<file path="config.mk">
export PLATFORM = sky130hd
export DESIGN_NAME = cache_ctrl_flat
export DESIGN_NICKNAME = d
export VERILOG_FILES = /design/src/hdl/cache_pkg.sv /design/src/hdl/cache_array_if.sv /design/src/hdl/cache_ctrl.sv /design/src/flat_wrapper.sv
export SDC_FILE = /design/constraint.sdc
export NUM_CORES = 1
export LEC_CHECK = 0
export ABC_AREA = 1
export BUFFER_PORTS_ARGS = -buffer_cell sky130_fd_sc_hd__clkbuf_2
export CAP_MARGIN = 0
export CORE_AREA = 5 5 505 507
export CTS_CLUSTER_DIAMETER = 80
export CTS_CLUSTER_SIZE = 40
export DETAILED_ROUTE_END_ITERATION = 8
export DIE_AREA = 0 0 510 512
export PLACE_DENSITY_LB_ADDON = 0.08
export SLEW_MARGIN = 10
export SYNTH_ARGS = -nofsm -noshare
export SYNTH_HDL_FRONTEND = slang
export SYNTH_SLANG_ARGS = --single-unit
</file>
<file path="constraint.sdc">
create_clock -name clk -period 13.6 [get_ports clk]
set_input_delay 2.04 -clock clk [delete_from_list [all_inputs] [get_ports clk]]
set_output_delay 2.04 -clock clk [all_outputs]
set_load 0.1 [all_outputs]
</file>
<file path="src/hdl/cache_pkg.sv">
`default_nettype none

package cache_pkg;

    // --------------------------------------------------
    // Geometry
    // --------------------------------------------------
    localparam int ADDR_WIDTH      = 32;
    localparam int DATA_WIDTH      = 32;                         // CPU word
    localparam int STRB_WIDTH      = DATA_WIDTH / 8;             // One strobe per byte
    localparam int BLOCK_BYTES     = 32;
    localparam int WORDS_PER_BLOCK = BLOCK_BYTES / STRB_WIDTH;   // 8 words
    localparam int BLOCK_BITS      = BLOCK_BYTES * 8;            // 256 bits
    localparam int NUM_SETS        = 32;                         // 1 KB total

    // Address fields, tag | index | word | byte
    localparam int OFFSET_WIDTH    = $clog2(BLOCK_BYTES);        // Bits 4..0
    localparam int WORD_SEL_WIDTH  = $clog2(WORDS_PER_BLOCK);    // Bits 4..2
    localparam int INDEX_WIDTH     = $clog2(NUM_SETS);           // Bits 9..5
    localparam int TAG_WIDTH       = ADDR_WIDTH - INDEX_WIDTH - OFFSET_WIDTH;

    // --------------------------------------------------
    // Data types
    // --------------------------------------------------
    typedef logic [ADDR_WIDTH-1:0]     addr_t;
    typedef logic [DATA_WIDTH-1:0]     word_t;
    typedef logic [STRB_WIDTH-1:0]     strb_t;
    typedef logic [BLOCK_BITS-1:0]     block_t;
    typedef logic [INDEX_WIDTH-1:0]    index_t;
    typedef logic [TAG_WIDTH-1:0]      tag_t;
    typedef logic [WORD_SEL_WIDTH-1:0] word_sel_t;

    // --------------------------------------------------
    // Controller FSM
    // --------------------------------------------------
    // Hit path:  IDLE -> COMPARE -> HIT -> RESP
    // Miss path: COMPARE -> MISS_CHECK -> [WB_*] -> ALLOC_* -> UPDATE -> RESP
    typedef enum logic [3:0] {
        IDLE,         // Waiting for cpu_req
        COMPARE,      // Tag lookup on latched address
        HIT,          // Word write on write hit
        MISS_CHECK,   // Victim dirty or not
        WB_INIT,      // Wait for mem_ready, then issue block write
        WB_WAIT,      // Block write in flight
        ALLOC_INIT,   // Wait for mem_ready, then issue block read
        ALLOC_WAIT,   // Block read in flight
        UPDATE,       // Install refilled block
        RESP          // Pulse cpu_resp
    } ctrl_state_t;

endpackage

`default_nettype wire
</file>
<file path="src/hdl/cache_array_if.sv">
`timescale 1ns/1ns
`default_nettype none

// Controller <-> line storage
interface cache_array_if;
    import cache_pkg::*;

    // Lookup, driven by the controller
    index_t    index;
    tag_t      tag;
    word_sel_t word_sel;

    // Hit write
    word_t     wdata;
    strb_t     wstrb;
    logic      write_word;   // Merge wdata into line, set dirty

    // Refill install
    logic      fill;         // Write block, set valid and tag
    block_t    fill_block;
    logic      fill_dirty;   // Dirty value after install
    logic      fill_merge;   // Merge wdata into fill_block first

    // Lookup results, combinational on index/tag/word_sel
    logic      hit;
    logic      valid;
    logic      dirty;
    tag_t      victim_tag;   // Stored tag, for write-back address
    word_t     rd_word;
    block_t    line_block;

    modport ctrl (
        output index, tag, word_sel, wdata, wstrb, write_word,
        output fill, fill_block, fill_dirty, fill_merge,
        input  hit, valid, dirty, victim_tag, rd_word, line_block
    );

    modport store (
        input  index, tag, word_sel, wdata, wstrb, write_word,
        input  fill, fill_block, fill_dirty, fill_merge,
        output hit, valid, dirty, victim_tag, rd_word, line_block
    );

endinterface

`default_nettype wire

</file>
<file path="src/hdl/cache_ctrl.sv">
`timescale 1ns/1ns
`default_nettype none

module cache_ctrl (
    input  logic              clk,
    input  logic              rst,

    // CPU side
    input  logic              cpu_req,
    input  logic              cpu_rw,      // 0 read, 1 write
    input  cache_pkg::addr_t  cpu_addr,
    input  cache_pkg::word_t  cpu_wdata,
    input  cache_pkg::strb_t  cpu_wstrb,
    output logic              cpu_ready,
    output logic              cpu_resp,
    output cache_pkg::word_t  cpu_rdata,

    // Memory side
    output logic              mem_req,
    output logic              mem_rw,      // 0 read, 1 write
    output cache_pkg::addr_t  mem_addr,
    output cache_pkg::block_t mem_wdata,
    input  logic              mem_ready,
    input  logic              mem_resp,
    input  cache_pkg::block_t mem_rdata,

    cache_array_if.ctrl       arr
);
    import cache_pkg::*;

    ctrl_state_t state;
    ctrl_state_t next_state;

    // Latched request
    addr_t req_addr;
    word_t req_wdata;
    strb_t req_wstrb;
    logic  req_rw;

    logic  accept;                                   // Request taken this cycle

    assign accept = (state == IDLE) && cpu_req && cpu_ready;

    // --------------------------------------------------
    // Storage side
    // --------------------------------------------------
    assign arr.index      = req_addr[OFFSET_WIDTH +: INDEX_WIDTH];
    assign arr.tag        = req_addr[ADDR_WIDTH-1 -: TAG_WIDTH];
    assign arr.word_sel   = req_addr[OFFSET_WIDTH-1 -: WORD_SEL_WIDTH];   // Bits 4..2
    assign arr.wdata      = req_wdata;
    assign arr.wstrb      = req_wstrb;
    assign arr.write_word = (state == HIT) && req_rw;                     // Write hit only
    assign arr.fill       = (state == UPDATE);
    assign arr.fill_block = mem_rdata;               // Stable until next mem_req
    assign arr.fill_dirty = req_rw;                  // Write miss leaves line dirty
    assign arr.fill_merge = req_rw;

    // --------------------------------------------------
    // Next state
    // --------------------------------------------------
    always_comb begin
        next_state = state;
        case (state)
            IDLE:       if (accept) next_state = COMPARE;
            COMPARE:    next_state = arr.hit ? HIT : MISS_CHECK;
            HIT:        next_state = RESP;
            MISS_CHECK: begin
                // Only a dirty valid victim needs to go out first
                if (arr.valid && arr.dirty) begin
                    next_state = WB_INIT;
                end else begin
                    next_state = ALLOC_INIT;
                end
            end
            WB_INIT:    if (mem_ready) next_state = WB_WAIT;
            WB_WAIT:    if (mem_resp) next_state = ALLOC_INIT;
            ALLOC_INIT: if (mem_ready) next_state = ALLOC_WAIT;
            ALLOC_WAIT: if (mem_resp) next_state = UPDATE;
            UPDATE:     next_state = RESP;
            RESP:       next_state = IDLE;
            default:    next_state = IDLE;
        endcase
    end

    // --------------------------------------------------
    // Control registers
    // --------------------------------------------------
    always_ff @(posedge clk or posedge rst) begin
        if (rst) begin
            state     <= IDLE;
            cpu_ready <= 1'b1;
            cpu_resp  <= 1'b0;
            mem_req   <= 1'b0;
            mem_rw    <= 1'b0;
        end else begin
            state    <= next_state;
            cpu_resp <= 1'b0;                        // Single-cycle pulses
            mem_req  <= 1'b0;
            if (accept) begin
                cpu_ready <= 1'b0;                   // Busy until response
            end
            if (state == WB_INIT && mem_ready) begin
                mem_req <= 1'b1;
                mem_rw  <= 1'b1;                     // Block write
            end
            if (state == ALLOC_INIT && mem_ready) begin
                mem_req <= 1'b1;
                mem_rw  <= 1'b0;                     // Block read
            end
            if (state == RESP) begin
                cpu_resp  <= 1'b1;
                cpu_ready <= 1'b1;                   // Same cycle as resp
            end
        end
    end

    // --------------------------------------------------
    // Payload registers
    // --------------------------------------------------
    always_ff @(posedge clk) begin
        if (accept) begin
            req_addr  <= cpu_addr;
            req_wdata <= cpu_wdata;
            req_wstrb <= cpu_wstrb;
            req_rw    <= cpu_rw;
        end
        // Victim block at its own tag and index
        if (state == WB_INIT && mem_ready) begin
            mem_addr  <= {arr.victim_tag, arr.index, {OFFSET_WIDTH{1'b0}}};
            mem_wdata <= arr.line_block;
        end
        if (state == ALLOC_INIT && mem_ready) begin
            mem_addr <= {req_addr[ADDR_WIDTH-1:OFFSET_WIDTH], {OFFSET_WIDTH{1'b0}}};
        end
        // Line is current here on both hit and refill paths
        if (state == RESP && !req_rw) begin
            cpu_rdata <= arr.rd_word;
        end
    end

    // --------------------------------------------------
    // Checks
    // --------------------------------------------------
    a_mem_req_after_ready: assert property (
        @(posedge clk) disable iff (rst)
        $rose(mem_req) |-> $past(mem_ready)
    ) else $error("mem_req without prior mem_ready");

    a_resp_only_when_busy: assert property (
        @(posedge clk) disable iff (rst)
        $rose(cpu_resp) |-> !$past(cpu_ready)
    ) else $error("cpu_resp while cpu_ready was high");

endmodule

`default_nettype wire

</file>
<file path="src/flat_wrapper.sv">
// flat-port wrapper written by rule: the top's interface ports become plain ports
module cache_ctrl_flat import cache_pkg::*;
  (clk, rst, cpu_req, cpu_rw, cpu_addr, cpu_wdata, cpu_wstrb, cpu_ready, cpu_resp, cpu_rdata, mem_req, mem_rw, mem_addr, mem_wdata, mem_ready, mem_resp, mem_rdata, arr_index, arr_tag, arr_word_sel, arr_wdata, arr_wstrb, arr_write_word, arr_fill, arr_fill_block, arr_fill_dirty, arr_fill_merge, arr_hit, arr_valid, arr_dirty, arr_victim_tag, arr_rd_word, arr_line_block);
  cache_array_if arr_i ();
  input  logic clk;
  input  logic rst;
  input  logic cpu_req;
  input  logic cpu_rw;
  input  cache_pkg::addr_t cpu_addr;
  input  cache_pkg::word_t cpu_wdata;
  input  cache_pkg::strb_t cpu_wstrb;
  output logic cpu_ready;
  output logic cpu_resp;
  output cache_pkg::word_t cpu_rdata;
  output logic mem_req;
  output logic mem_rw;
  output cache_pkg::addr_t mem_addr;
  output cache_pkg::block_t mem_wdata;
  input  logic mem_ready;
  input  logic mem_resp;
  input  cache_pkg::block_t mem_rdata;
  output wire logic [$bits(arr_i.index)-1:0] arr_index;
  output wire logic [$bits(arr_i.tag)-1:0] arr_tag;
  output wire logic [$bits(arr_i.word_sel)-1:0] arr_word_sel;
  output wire logic [$bits(arr_i.wdata)-1:0] arr_wdata;
  output wire logic [$bits(arr_i.wstrb)-1:0] arr_wstrb;
  output wire logic [$bits(arr_i.write_word)-1:0] arr_write_word;
  output wire logic [$bits(arr_i.fill)-1:0] arr_fill;
  output wire logic [$bits(arr_i.fill_block)-1:0] arr_fill_block;
  output wire logic [$bits(arr_i.fill_dirty)-1:0] arr_fill_dirty;
  output wire logic [$bits(arr_i.fill_merge)-1:0] arr_fill_merge;
  input wire logic [$bits(arr_i.hit)-1:0] arr_hit;
  input wire logic [$bits(arr_i.valid)-1:0] arr_valid;
  input wire logic [$bits(arr_i.dirty)-1:0] arr_dirty;
  input wire logic [$bits(arr_i.victim_tag)-1:0] arr_victim_tag;
  input wire logic [$bits(arr_i.rd_word)-1:0] arr_rd_word;
  input wire logic [$bits(arr_i.line_block)-1:0] arr_line_block;
  assign arr_index = arr_i.index;
  assign arr_tag = arr_i.tag;
  assign arr_word_sel = arr_i.word_sel;
  assign arr_wdata = arr_i.wdata;
  assign arr_wstrb = arr_i.wstrb;
  assign arr_write_word = arr_i.write_word;
  assign arr_fill = arr_i.fill;
  assign arr_fill_block = arr_i.fill_block;
  assign arr_fill_dirty = arr_i.fill_dirty;
  assign arr_fill_merge = arr_i.fill_merge;
  assign arr_i.hit = arr_hit;
  assign arr_i.valid = arr_valid;
  assign arr_i.dirty = arr_dirty;
  assign arr_i.victim_tag = arr_victim_tag;
  assign arr_i.rd_word = arr_rd_word;
  assign arr_i.line_block = arr_line_block;
  cache_ctrl u_core (.clk(clk), .rst(rst), .cpu_req(cpu_req), .cpu_rw(cpu_rw), .cpu_addr(cpu_addr), .cpu_wdata(cpu_wdata), .cpu_wstrb(cpu_wstrb), .cpu_ready(cpu_ready), .cpu_resp(cpu_resp), .cpu_rdata(cpu_rdata), .mem_req(mem_req), .mem_rw(mem_rw), .mem_addr(mem_addr), .mem_wdata(mem_wdata), .mem_ready(mem_ready), .mem_resp(mem_resp), .mem_rdata(mem_rdata), .arr(arr_i));
endmodule
</file>
Word-level counts from Yosys, hierarchy flattened
Index checks and enable logic that the tools add are counted.

word-level totals
  register bits after elaboration = 392
  input port bits = 643
  output and inout port bits = 650
  word-level logic and storage cells = 56

cells by class
  eq/ne operators = 14
  multiplexer cells = 17
  reduce and logical (&&, ||, !) cells = 13

operators with widths
  kind                number
  $mux 32             2
  $pmux 4 s8          1
  $mux 4              5
  $eq 4x3->1 const B  4
  $eq 4x2->1 const B  2
  $eq 4x4->1 const B  2
  $mux 1              8
  $ne 2x2->1 const B  4
  $logic_and 1x1->1   7
  $reduce_and 5->1    1
  $eq 4x1->1 const B  1
  $logic_not 4->1     1
  $reduce_bool 2->1   2
  $mux 2              1
  $ne 2x1->1 const B  1
  $reduce_or 2->1     1
  $logic_not 1->1     1

Logic depth before layout (Yosys ltp)
Gate-level depths: netlist of run 1.

  depth after elaboration = 5
  gate-level depth with buffers = 8
  depth with buffers taken out = 7

Worst setup path before layout of run 1
OpenSTA, ideal clock, no wires.

  path type = input port to flip-flop
  start = in mem_ready
  end = reg u_core.mem_wdata[0], enable pin
  arrival time = 12,804 ps
  required time = 12,723 ps
  path slack = -81 ps
  cell stages on the path = 2
  cells stage by stage = inv_1 -> nor2_1

between the ends
  word-level cells in the longest chain between the ends = 1

ends and longest elaborated chain
  item                  RTL line            text
  from (decl)           flat_wrapper.sv:19  input logic mem_ready;
  $logic_and 1x1->1     cache_ctrl.sv:128   if (state == WB_INIT && mem_ready) begin
  to (signal assigned)  cache_ctrl.sv:130   mem_wdata <= arr.line_block;
  to (decl)             cache_ctrl.sv:22    output cache_pkg::block_t mem_wdata,

Every way passes these cells.
A chain may end at the register's enable or synchronous reset.

Final worst setup path of run 1
  start = in mem_ready
  end = reg u_core.mem_wdata[99], enable pin

Same word-level chain as after synthesis.

==> impl_metrics.py, run 1 <==
metrics = {
    "route": {
        "vias": 9007,
        "ant_nets": 0,
        "routed_wl_um": 83200,
        "first_iter_violations": 371,
        "avgViaCountPerCell": 1.89,
        "drt-wirelength-per-cell_um": 17.5,
        "first_pass_iters": 4,
        "route.detailed.drc": 0,
    },
    "cts": {
        "insertion_delay_ns": 0.69,
        "holdBufCountCts": 0,
        "ctsResizeCount": 0,
        "cts_setup_buffers": 0,
        "clk_path_buf_depth": 3,
        "clkSinkCount": 390,
        "cts_tree": "done",
        "cts_root_buf": "clkbuf_16",
        "cts-htree-levels": 2,
        "clk_pin_slew_ns": 0.06,
        "cts_buffers": 54,
    },
    "power_and_ir_drop": {
        "p_sw_mw": 1.80,
        "total_power_mw": 4.31,
        "seqPwrFrac_pct": 35.9,
        "peakVddDrop_uv": 92.9,
        "p_int_mw": 2.51,
        "power.density_mw_per_mm2": 193,
        "p_leak_nw": 8.15,
        "swShare_pct": 41.7,
        "share_comb_of_total_power_pct": 27.9,
        "clock_power_share_pct": 36.2,
    },
    "timing": {
        "fin_skew_ns": 0.0631,
        "whs_ns": 0.463,
        "tns_ns": 0,
        "finalHoldViolCount": 0,
        "fmax_ghz": 0.207,
        "slew_violations": 0,
        "fin_crit_ns": 4.82,
        "finalSetupViolCount": 0,
        "rsz0062_at_grt": "false",
        "max-slew-margin-rel_pct": 36.2,
        "tightest_slew_ns": 0.958,
        "finalCritPeriodShare_pct": 35.5,
        "timing.final.ws_setup_ns": 8.78,
    },
    "synthesis": {
        "synth_area_sq_mm": 0.0143,
        "synth_cell_types": 19,
        "synth-seq-cells": 390,
        "syn_avg_cell_area_sq_um": 18.0,
        "ys_warn_count": 0,
        "synthesis.instances": 790,
        "yosysSeqAreaShare_pct": 81.9,
    },
    "final_layout": {
        "design_area_sq_mm": 0.0223,
        "n_fill_cell": 28965,
        "multi_input_area_sq_um": 539,
        "nets": 2007,
        "area_growth_pct": 56.6,
        "final_core_utilization_pct": 8.93,
        "drive_above_1_share_pct": 62.8,
        "instances_no_fill": 4763,
        "register_area_sq_mm": 0.0117,
    },
    "global_route": {
        "grt_overflow": 0,
        "grtUsageTotal_pct": 6.09,
        "grt_pass1_wl_um": 105000,
        "antenna_found_initial": 61,
        "grt_pass1_vias": 10423,
        "grt_start_max_net_pins": 146,
    },
    "placement": {
        "place_area_sq_mm": 0.0204,
        "place_congestion": 0.761,
        "dp.cells": 4656,
        "dpl_worst_slack_ns": 7.93,
        "hpwlAfterDp_um": 69500,
        "io_buffers": 773,
    },
    "critical_path": {
        "start_kind": "input pin",
        "crit_path_max_fanout": 145,
        "worstSetupPathType": "in -> reg",
        "required_ns": 13.91,
        "cp-end-kind": "flop",
        "arrival_ns": 5.13,
    },
    "die": {
        "num_rows": 184,
        "die_area_sq_mm": 0.261,
        "floorplan.initialDensity_pct": 5.70,
        "die_height_um": 512,
        "dieWidth_um": 510,
        "core-area_sq_mm": 0.250,
        "ioPinCount": 1293,
    },
    "status": {
        "status": "finished clean",
    },
    "min_path": {
        "hold_path.class": "reg -> reg",
    },
    "flow_run": {
        "drv_cap": 0,
    },
}
[power by group through the flow]
stage	clock (mW)	combinational, mW	sequential [mW]
3_5_place_dp	0	1.23	1.58
5_1_grt	1.70	1.25	1.56
3_3_place_gp	0	1.24	1.58
2_1_floorplan	0	0.490	2.38
6_report	1.56	1.20	1.55
4_1_cts	1.65	1.23	1.55
[placed cells by master, fill, tap and decap left out, types with 6 or more instances in the layout]
| cell | Yosys | layout |
|---|---|---|
| buf_4 | 262 | 7 |
| bufinv_16 | 0 | 7 |
| clkbuf_16 | 0 | 54 |
| clkbuf_2 | 0 | 773 |
| dfrtp_1 | 7 | 7 |
| diode_2 | 0 | 6 |
| edfxtp_1 | 382 | 382 |
| inv_1 | 10 | 10 |
| inv_6 | 0 | 8 |
| inv_8 | 0 | 6 |
| nand2_1 | 89 | 89 |
| nand3_1 | 6 | 6 |
| nor2_1 | 12 | 10 |
[logic make-up after synthesis]
family,Yosys count,synth area share (%)
DFF,390,81.9
and+or+nand+nor,113,3.28
AOI/OAI and AO/OA,6,0.228
buffers and inverters,280,14.6
other,1,0.0263
[critical path, stage by stage]
cell	delay, ns
clkbuf_2	0.22
inv_1	0.23
nor2_4	0.16
buf_4	0.60
buf_12	0.65
buf_4	0.85
[synthesized netlist by cell type]
cell | number | area [sq um]
nor2_2 | 1 | 6.26
o211ai_1 | 1 | 7.51
conb_1 | 1 | 3.75
nand3_1 | 6 | 30.0
edfxtp_1 | 382 | 11500
inv_2 | 2 | 7.51
nor2_1 | 12 | 45.0
inv_4 | 1 | 6.26
o21ai_0 | 5 | 25.0
nor2_8 | 1 | 20.0
nor3_1 | 2 | 10.0
dfrtp_1 | 7 | 175
buf_6 | 5 | 56.3
inv_1 | 10 | 37.5
nand2_4 | 1 | 11.3
nor2_4 | 1 | 11.3
dfstp_2 | 1 | 26.3
nand2_1 | 89 | 334
buf_4 | 262 | 1970
[state kept, by name (all words and copies together) (netlist names)]
name / count
u_core.arr.fill_dirty: 1
u_core.arr.wdata: 32
u_core.arr.wstrb: 4
u_core.cpu_rdata: 32
u_core.cpu_ready: 1
u_core.cpu_resp: 1
u_core.mem_addr: 27
u_core.mem_req: 1
u_core.mem_rw: 1
u_core.mem_wdata: 256
u_core.req_addr: 30
u_core.state: 4
[layer usage]
metal,track usage [%],vias up,wire [um]
met3,4.99,343,14700
met5,0,-,594
met4,4.00,90,5750
li1,-,3712,-
met1,4.06,4123,20000
met2,11.0,739,42200
[layout make-up]
class                   count  area share (%)
diodes                      6          0.0673
well taps                3348            18.8
multi-input cells         124            2.42
repair buffers            781            17.7
flip-flops and latches    390            52.3
clock inverters            43            2.42
clock buffers              58            6.12
inverters                  13           0.230
[path summary, 6_finish.rpt]
| check | to | from | depth (start not counted) | slack [ns] |
|---|---|---|---|---|
| worst max register to register | u_core.mem_wdata[99]$_DFFE_PP_ | u_core.state[0]$_DFFE_PP0P_ | 6 | 9.75 |
| min in group asynchronous | u_core.mem_req$_DFF_PP0_ | rst | 2 | 1.30 |
| worst min-delay path | u_core.mem_addr[6]$_DFFE_PP_ | u_core.req_addr[6]$_DFFE_PP_ | 0 | 0.46 |
| worst min register to register | u_core.mem_addr[6]$_DFFE_PP_ | u_core.req_addr[6]$_DFFE_PP_ | 0 | 0.46 |
| max in group asynchronous | u_core.cpu_ready$_DFFE_PP1P_ | rst | 2 | 12.00 |
| worst max-delay path | u_core.mem_wdata[99]$_DFFE_PP_ | mem_ready | 6 | 8.78 |
No activity file was read; power rests on OpenSTA's default activity.
==> run 2: changes to the inputs <==
--- a/config.mk
+++ b/config.mk
@@ -5,7 +5,7 @@
 export SDC_FILE = /design/constraint.sdc
 export NUM_CORES = 1
 export LEC_CHECK = 0
-export ABC_AREA = 1
+export ABC_AREA = 0
 export BUFFER_PORTS_ARGS = -buffer_cell sky130_fd_sc_hd__clkbuf_2
 export CAP_MARGIN = 0
 export CORE_AREA = 5 5 505 507
==> constraint.sdc (replaced) <==
create_clock -name clk -period 5 [get_ports clk]
set_input_delay 0.75 -clock clk [delete_from_list [all_inputs] [get_ports clk]]
set_output_delay 0.75 -clock clk [all_outputs]
set_load 0.1 [all_outputs]
==> run 2 against run 1 <==
Synthesized cell count fell by 8.6%. Synthesized area grew 0.11%. Combinational power increased by 110%. Critical endpoint is now arr_fill.
==> impl_metrics.py, run 2 <==
metrics = {
    "power_and_ir_drop": {
        "share_comb_of_total_power_pct": 22.6,
        "power.density_mw_per_mm2": 487,
        "peakVddDrop_uv": 253,
        "swShare_pct": 37.8,
        "p_leak_nw": 8.17,
        "p_sw_mw": 4.15,
        "total_power_mw": 11.0,
        "p_int_mw": 6.83,
        "seqPwrFrac_pct": 36.9,
        "clock_power_share_pct": 40.5,
    },
    "die": {
        "num_rows": 184,
        "die_height_um": 512,
        "dieWidth_um": 510,
        "die_area_sq_mm": 0.261,
        "floorplan.initialDensity_pct": 5.71,
        "core-area_sq_mm": 0.250,
        "ioPinCount": 1293,
    },
    "critical_path": {
        "arrival_ns": 2.27,
        "start_kind": "flop",
        "required_ns": 4.25,
        "reg2regPathDepth": 4,
        "worstSetupPathType": "reg -> out",
        "crit_path_max_fanout": 12,
        "cp-end-kind": "output port",
    },
    "route": {
        "route.detailed.drc": 0,
        "drt-wirelength-per-cell_um": 15.6,
        "vias": 8621,
        "first_pass_iters": 4,
        "first_iter_violations": 304,
        "ant_nets": 0,
        "routed_wl_um": 73200,
        "avgViaCountPerCell": 1.83,
    },
    "placement": {
        "place_area_sq_mm": 0.0205,
        "io_buffers": 773,
        "dp.cells": 4593,
        "hpwlAfterDp_um": 59700,
        "place_congestion": 0.800,
        "dpl_worst_slack_ns": 2.03,
    },
    "final_layout": {
        "instances_no_fill": 4700,
        "nets": 1945,
        "layout_common_cells": "clkbuf_2, edfxtp_1, clkbuf_16, mux2_4, buf_4",
        "design_area_sq_mm": 0.0226,
        "final_common_cell": "clkbuf_2",
        "n_fill_cell": 28905,
        "largest_register_ffs": 256,
        "area_growth_pct": 58.1,
        "drive_above_1_share_pct": 68.0,
        "largest_register": "u_core.mem_wdata",
    },
    "synthesis": {
        "synth_fa_ha_area_share_pct": 0,
        "synth_flop_cell": "edfxtp_1",
        "synthesis.instances": 722,
        "yosysMostFrequentCell": "edfxtp_1",
        "synthSimpleGateAreaFrac_pct": 1.01,
        "synth_edf_count": 382,
        "synthMuxAreaShare_pct": 2.34,
        "synth_top_family_by_area": "buffers and inverters",
        "synth-seq-cells": 390,
        "synth_cell_types": 31,
        "synth_compound_area_share_pct": 0.552,
        "yosysTopAreaCell": "edfxtp_1",
        "synth_top_cell_area_share_pct": 80.4,
        "yosysSeqAreaShare_pct": 81.8,
        "synth_area_sq_mm": 0.0143,
        "syn_avg_cell_area_sq_um": 19.8,
        "synth_area_leaders": "edfxtp_1, buf_4, mux2_4",
        "yosys.area_share.xor_xnor_pct": 0.0614,
        "synthTopCellsByCount": "edfxtp_1, buf_4, mux2_4",
        "ys_warn_count": 0,
        "async_reset_ff_share_pct": 2.05,
    },
    "status": {
        "status": "finished clean",
    },
    "global_route": {
        "grt_pass1_wl_um": 93900,
        "grtUsageTotal_pct": 5.35,
        "grt_pass1_vias": 9936,
        "antenna_found_initial": 54,
        "grt_start_max_net_pins": 74,
        "grt_overflow": 0,
    },
    "cts": {
        "clk_path_buf_depth": 3,
        "clk_pin_slew_ns": 0.07,
        "cts_tree": "done",
        "cts_buffers": 54,
        "ctsResizeCount": 0,
        "cts-htree-levels": 2,
        "clkSinkCount": 390,
        "cts_setup_buffers": 0,
        "insertion_delay_ns": 0.67,
        "cts_root_buf": "clkbuf_16",
    },
    "min_path": {
        "min_path_cells": 1,
        "hold_path.class": "in -> reg",
    },
    "timing": {
        "fin_crit_ns": 3.02,
        "slew_violations": 0,
        "rsz0062_at_grt": "false",
        "max-slew-margin-rel_pct": 25.7,
        "timing.final.ws_setup_ns": 1.98,
        "tns_ns": 0,
        "fmax_ghz": 0.331,
        "tightest_slew_ns": 1.11,
        "finalSetupViolCount": 0,
        "finalCritPeriodShare_pct": 60.5,
        "finalHoldViolCount": 0,
        "fin_skew_ns": 0.0400,
    },
    "flow_run": {
        "drv_cap": 0,
    },
}
## run 2: final cells by class
type	instances	area (sq um)	share of cell area (%)
sequential	390	11700	51.7
inverter	3	12.5	0.0555
antenna	5	12.5	0.0555
tap	3348	4190	18.6
multi-input combinational	65	604	2.68
timing repair buffer	788	4020	17.8
clock inverter	45	688	3.05
clock buffer	56	1360	6.02
## run 2: cell families after synthesis
logic type      count (synthesis)
xor+xnor                        1
flops                         390
simple gates                   23
compound gates                 13
mux                            23
other cells                     1
buf+inv                       271
## run 2: timing repair
action / CTS / global route
endpoints found under the setup margin: 0 / 0
endpoints found under the hold margin: 7 / 0
hold buffers: 1 / 0
## run 2: critical path, cell delays in order (launching register included)
cell and delay [ns]:
dfrtp_1 0.57, nor3_1 0.35, and2_1 0.18, clkbuf_2 0.48
## run 2: path summary, 6_finish.rpt
path | start | to | slack [ns]
min | arr_line_block[214] | u_core.mem_wdata[214]$_DFFE_PP_ | 0.23
max in group asynchronous | rst | u_core.cpu_ready$_DFFE_PP1P_ | 4.07
max | u_core.state[1]$_DFFE_PP0P_ | arr_fill | 1.98
min in group asynchronous | rst | u_core.cpu_resp$_DFF_PP0_ | 0.62
min reg2reg | u_core.req_addr[9]$_DFFE_PP_ | u_core.mem_addr[9]$_DFFE_PP_ | 0.45
max reg2reg | u_core.state[0]$_DFFE_PP0P_ | u_core.mem_wdata[248]$_DFFE_PP_ | 2.41
## run 2: metal layers
layer  share of wire, %  GRT usage, %  vias to the layer above  wire length (um)
met5               0.63             0                        -               458
met4                5.0          2.62                       70              3630
met3                 20          5.05                      241             14500
met2                 47          8.94                      791             34600
met1                 27          4.10                     3951             20000
li1                   -             -                     3568                 -
## run 2: through the flow
stage	hold WS [ns]	utilization, %
finish	0.231	9.02
global route	0.142	9.02
CTS	0.126	9.02
detailed placement	0.442	8.20
global placement	0.440	8.20
floorplan	0.565	-
## run 2: power groups by stage
| stage | clock network (mW) | registers [mW] | logic [mW] |
|---|---|---|---|
| after floorplan | 0 | 5.71 | 1.29 |
| after global placement | 0 | 4.14 | 2.56 |
| after detailed placement | 0 | 4.13 | 2.55 |
| after CTS | 4.75 | 4.06 | 2.55 |
| after global routing | 4.85 | 4.08 | 2.58 |
| final | 4.45 | 4.05 | 2.48 |
==> run 3: changes to the inputs <==
--- a/config.mk
+++ b/config.mk
@@ -5,14 +5,14 @@
 export SDC_FILE = /design/constraint.sdc
 export NUM_CORES = 1
 export LEC_CHECK = 0
-export ABC_AREA = 0
+export ABC_AREA = 1
 export BUFFER_PORTS_ARGS = -buffer_cell sky130_fd_sc_hd__clkbuf_2
 export CAP_MARGIN = 0
-export CORE_AREA = 5 5 505 507
+export CORE_AREA = 5 5 503 505
 export CTS_CLUSTER_DIAMETER = 80
 export CTS_CLUSTER_SIZE = 40
 export DETAILED_ROUTE_END_ITERATION = 8
-export DIE_AREA = 0 0 510 512
+export DIE_AREA = 0 0 508 510
 export PLACE_DENSITY_LB_ADDON = 0.08
 export SLEW_MARGIN = 10
 export SYNTH_ARGS = -nofsm -noshare
==> constraint.sdc (replaced) <==
create_clock -name clk -period 2.71 [get_ports clk]
set_input_delay 0.4065 -clock clk [delete_from_list [all_inputs] [get_ports clk]]
set_output_delay 0.4065 -clock clk [all_outputs]
set_load 0.1 [all_outputs]
==> run 3 against run 2 <==
First-iteration DRC count increased by 28%. Count of clock-buffer cells in the layout increased by 1. Global-route usage increased by 0.30 points. Flip-flop and latch count unchanged. Total power increased by 100%. Sequential share of layout area decreased by 7.3 points. Clock power increased by 77%. Largest power group unchanged.
==> impl_metrics.py, run 3 (same netlist as run 1, synthesis figures left out) <==
metrics = {
    "global_route": {
        "grtUsageTotal_pct": 5.65,
        "grt_pass1_vias": 11814,
        "antenna_found_initial": 27,
        "grt_overflow": 0,
        "grt_start_max_net_pins": 63,
        "grt_pass1_wl_um": 101000,
    },
    "die": {
        "dieWidth_um": 508,
        "die_area_sq_mm": 0.259,
        "die_height_um": 510,
        "num_rows": 183,
        "core-area_sq_mm": 0.248,
        "ioPinCount": 1293,
        "floorplan.initialDensity_pct": 5.75,
    },
    "power_and_ir_drop": {
        "peakVddDrop_uv": 526,
        "p_sw_mw": 9.24,
        "share_comb_of_total_power_pct": 29.9,
        "total_power_mw": 22.2,
        "p_leak_nw": 9.80,
        "p_int_mw": 13.0,
        "power.density_mw_per_mm2": 846,
        "swShare_pct": 41.6,
        "clock_power_share_pct": 35.4,
        "seqPwrFrac_pct": 34.7,
    },
    "timing": {
        "slew_violations": 0,
        "finalCritPeriodShare_pct": 93.3,
        "tns_ns": 0,
        "finalSetupViolCount": 0,
        "max-slew-margin-rel_pct": 51.1,
        "fin_skew_ns": 0.0747,
        "rsz0062_at_grt": "false",
        "tightest_slew_ns": 0.737,
        "fmax_ghz": 0.396,
        "fin_crit_ns": 2.53,
        "finalHoldViolCount": 0,
    },
    "route": {
        "ant_nets": 0,
        "avgViaCountPerCell": 1.96,
        "routed_wl_um": 76800,
        "drt-wirelength-per-cell_um": 14.9,
        "vias": 10090,
        "first_iter_violations": 388,
        "route.detailed.drc": 0,
        "first_pass_iters": 4,
    },
    "critical_path": {
        "regToRegStartpoint": "u_core.state[0]$_DFFE_PP0P_",
        "crit_family": "simple AND/OR/NAND/NOR gates",
        "worst-path-buf-inv": 1,
        "arrival_ns": 2.12,
        "critPathSlowestCell": "clkbuf_2",
        "required_ns": 2.30,
        "reg2regPathDepth": 5,
        "crit_path_max_fanout": 5,
        "crit_start": "u_core.state[3]$_DFFE_PP0P_",
        "cp-end-kind": "output port",
        "critPathMaxStageDelay_ns": 0.48,
        "start_kind": "flop",
        "regToRegEndpoint": "u_core.cpu_rdata[14]$_DFFE_PP_",
        "worstSetupPathType": "reg -> out",
        "path_cells": "nor2_1 > nand2_1 > nor2_2 > clkbuf_2",
        "rrSetupSlack_ns": 0.74,
    },
    "final_layout": {
        "largest_register": "u_core.mem_wdata",
        "drive_above_1_share_pct": 50.4,
        "instances_no_fill": 5139,
        "layout_common_cells": "clkbuf_2, edfxtp_1, dlygate4sd3_1, nand2_1, clkbuf_16",
        "largest_register_ffs": 256,
        "final_common_cell": "clkbuf_2",
        "area_growth_pct": 84.6,
        "n_fill_cell": 28488,
        "nets": 2390,
    },
    "cts": {
        "cts_buffers": 54,
        "cts_setup_buffers": 0,
        "cts-htree-levels": 2,
        "clkSinkCount": 390,
        "cts_tree": "done",
        "clk_pin_slew_ns": 0.06,
        "insertion_delay_ns": 0.71,
        "cts_root_buf": "clkbuf_16",
        "clk_path_buf_depth": 3,
    },
    "min_path": {
        "hold_path.class": "in -> reg",
        "hold_start": "cpu_addr[9]",
        "whs_endpoint": "u_core.req_addr[9]$_DFFE_PP_",
        "min_path_cells": 1,
    },
    "placement": {
        "hpwlAfterDp_um": 63200,
        "place_congestion": 0.820,
        "dp.cells": 4647,
        "io_buffers": 773,
    },
    "flow_run": {
        "drv_cap": 0,
    },
    "status": {
        "status": "finished clean",
    },
}
run 3: cell type report:
class	count	area, sq um	share of cell area, %
Sequential cell	390	11700	44.4
Clock inverter	45	586	2.23
Inverter	13	53.8	0.205
Tap cell	3330	4170	15.8
Clock buffer	57	1370	5.22
Timing Repair Buffer	1164	7840	29.8
Multi-Input combinational cell	124	568	2.16
Antenna cell	16	40.0	0.152
run 3: power by group through the flow:
stage / clock, mW / sequential (mW) / combinational [mW]
detailed placement: 0 / 7.87 / 6.36
global route: 8.60 / 7.80 / 6.96
global placement: 0 / 7.89 / 6.40
floorplan: 0 / 11.9 / 2.50
finish: 7.87 / 7.73 / 6.65
CTS: 8.41 / 7.75 / 6.84
run 3: worst max path at each step:
stage | endpoint | slack, ns | cells after the start
after floorplan | u_core.mem_wdata[0]$_DFFE_PP_ | -2.15 | 4
after global placement | u_core.mem_wdata[132]$_DFFE_PP_ | 0.47 | 5
after detailed placement | u_core.mem_wdata[180]$_DFFE_PP_ | 0.46 | 5
after CTS | arr_write_word | 0.04 | 4
after global routing | arr_write_word | 0.01 | 4
final | arr_write_word | 0.18 | 4
run 3: timing repair:
item,4_1_cts,5_1_grt
gates resized for setup,0,0
setup endpoints to repair,0,0
hold endpoints to repair,380,0
hold buffers,374,0
run 3: stage by stage:
| step | util [%] | hold slack, ns | instance area, sq um | setup WS [ns] |
|---|---|---|---|---|
| floorplan | - | 0.221 | 14300 | -2.15 |
| global placement | 8.30 | 0.449 | 20600 | 0.470 |
| detailed placement | 8.30 | 0.447 | 20600 | 0.460 |
| CTS | 10.6 | 0.00589 | 26300 | 0.0417 |
| global route | 10.6 | 0.00432 | 26300 | 0.0148 |
| finish | 10.6 | 0.0434 | 26300 | 0.182 |
run 3: per-layer routing:
metal  global-route usage (%)  routed length [um]  up-vias
met5                        0                 107        -
li1                         -                   -     4504
met3                     3.92               12100      211
met4                     3.01                3920       18
met2                     9.63               37100      774
met1                     4.99               23600     4583
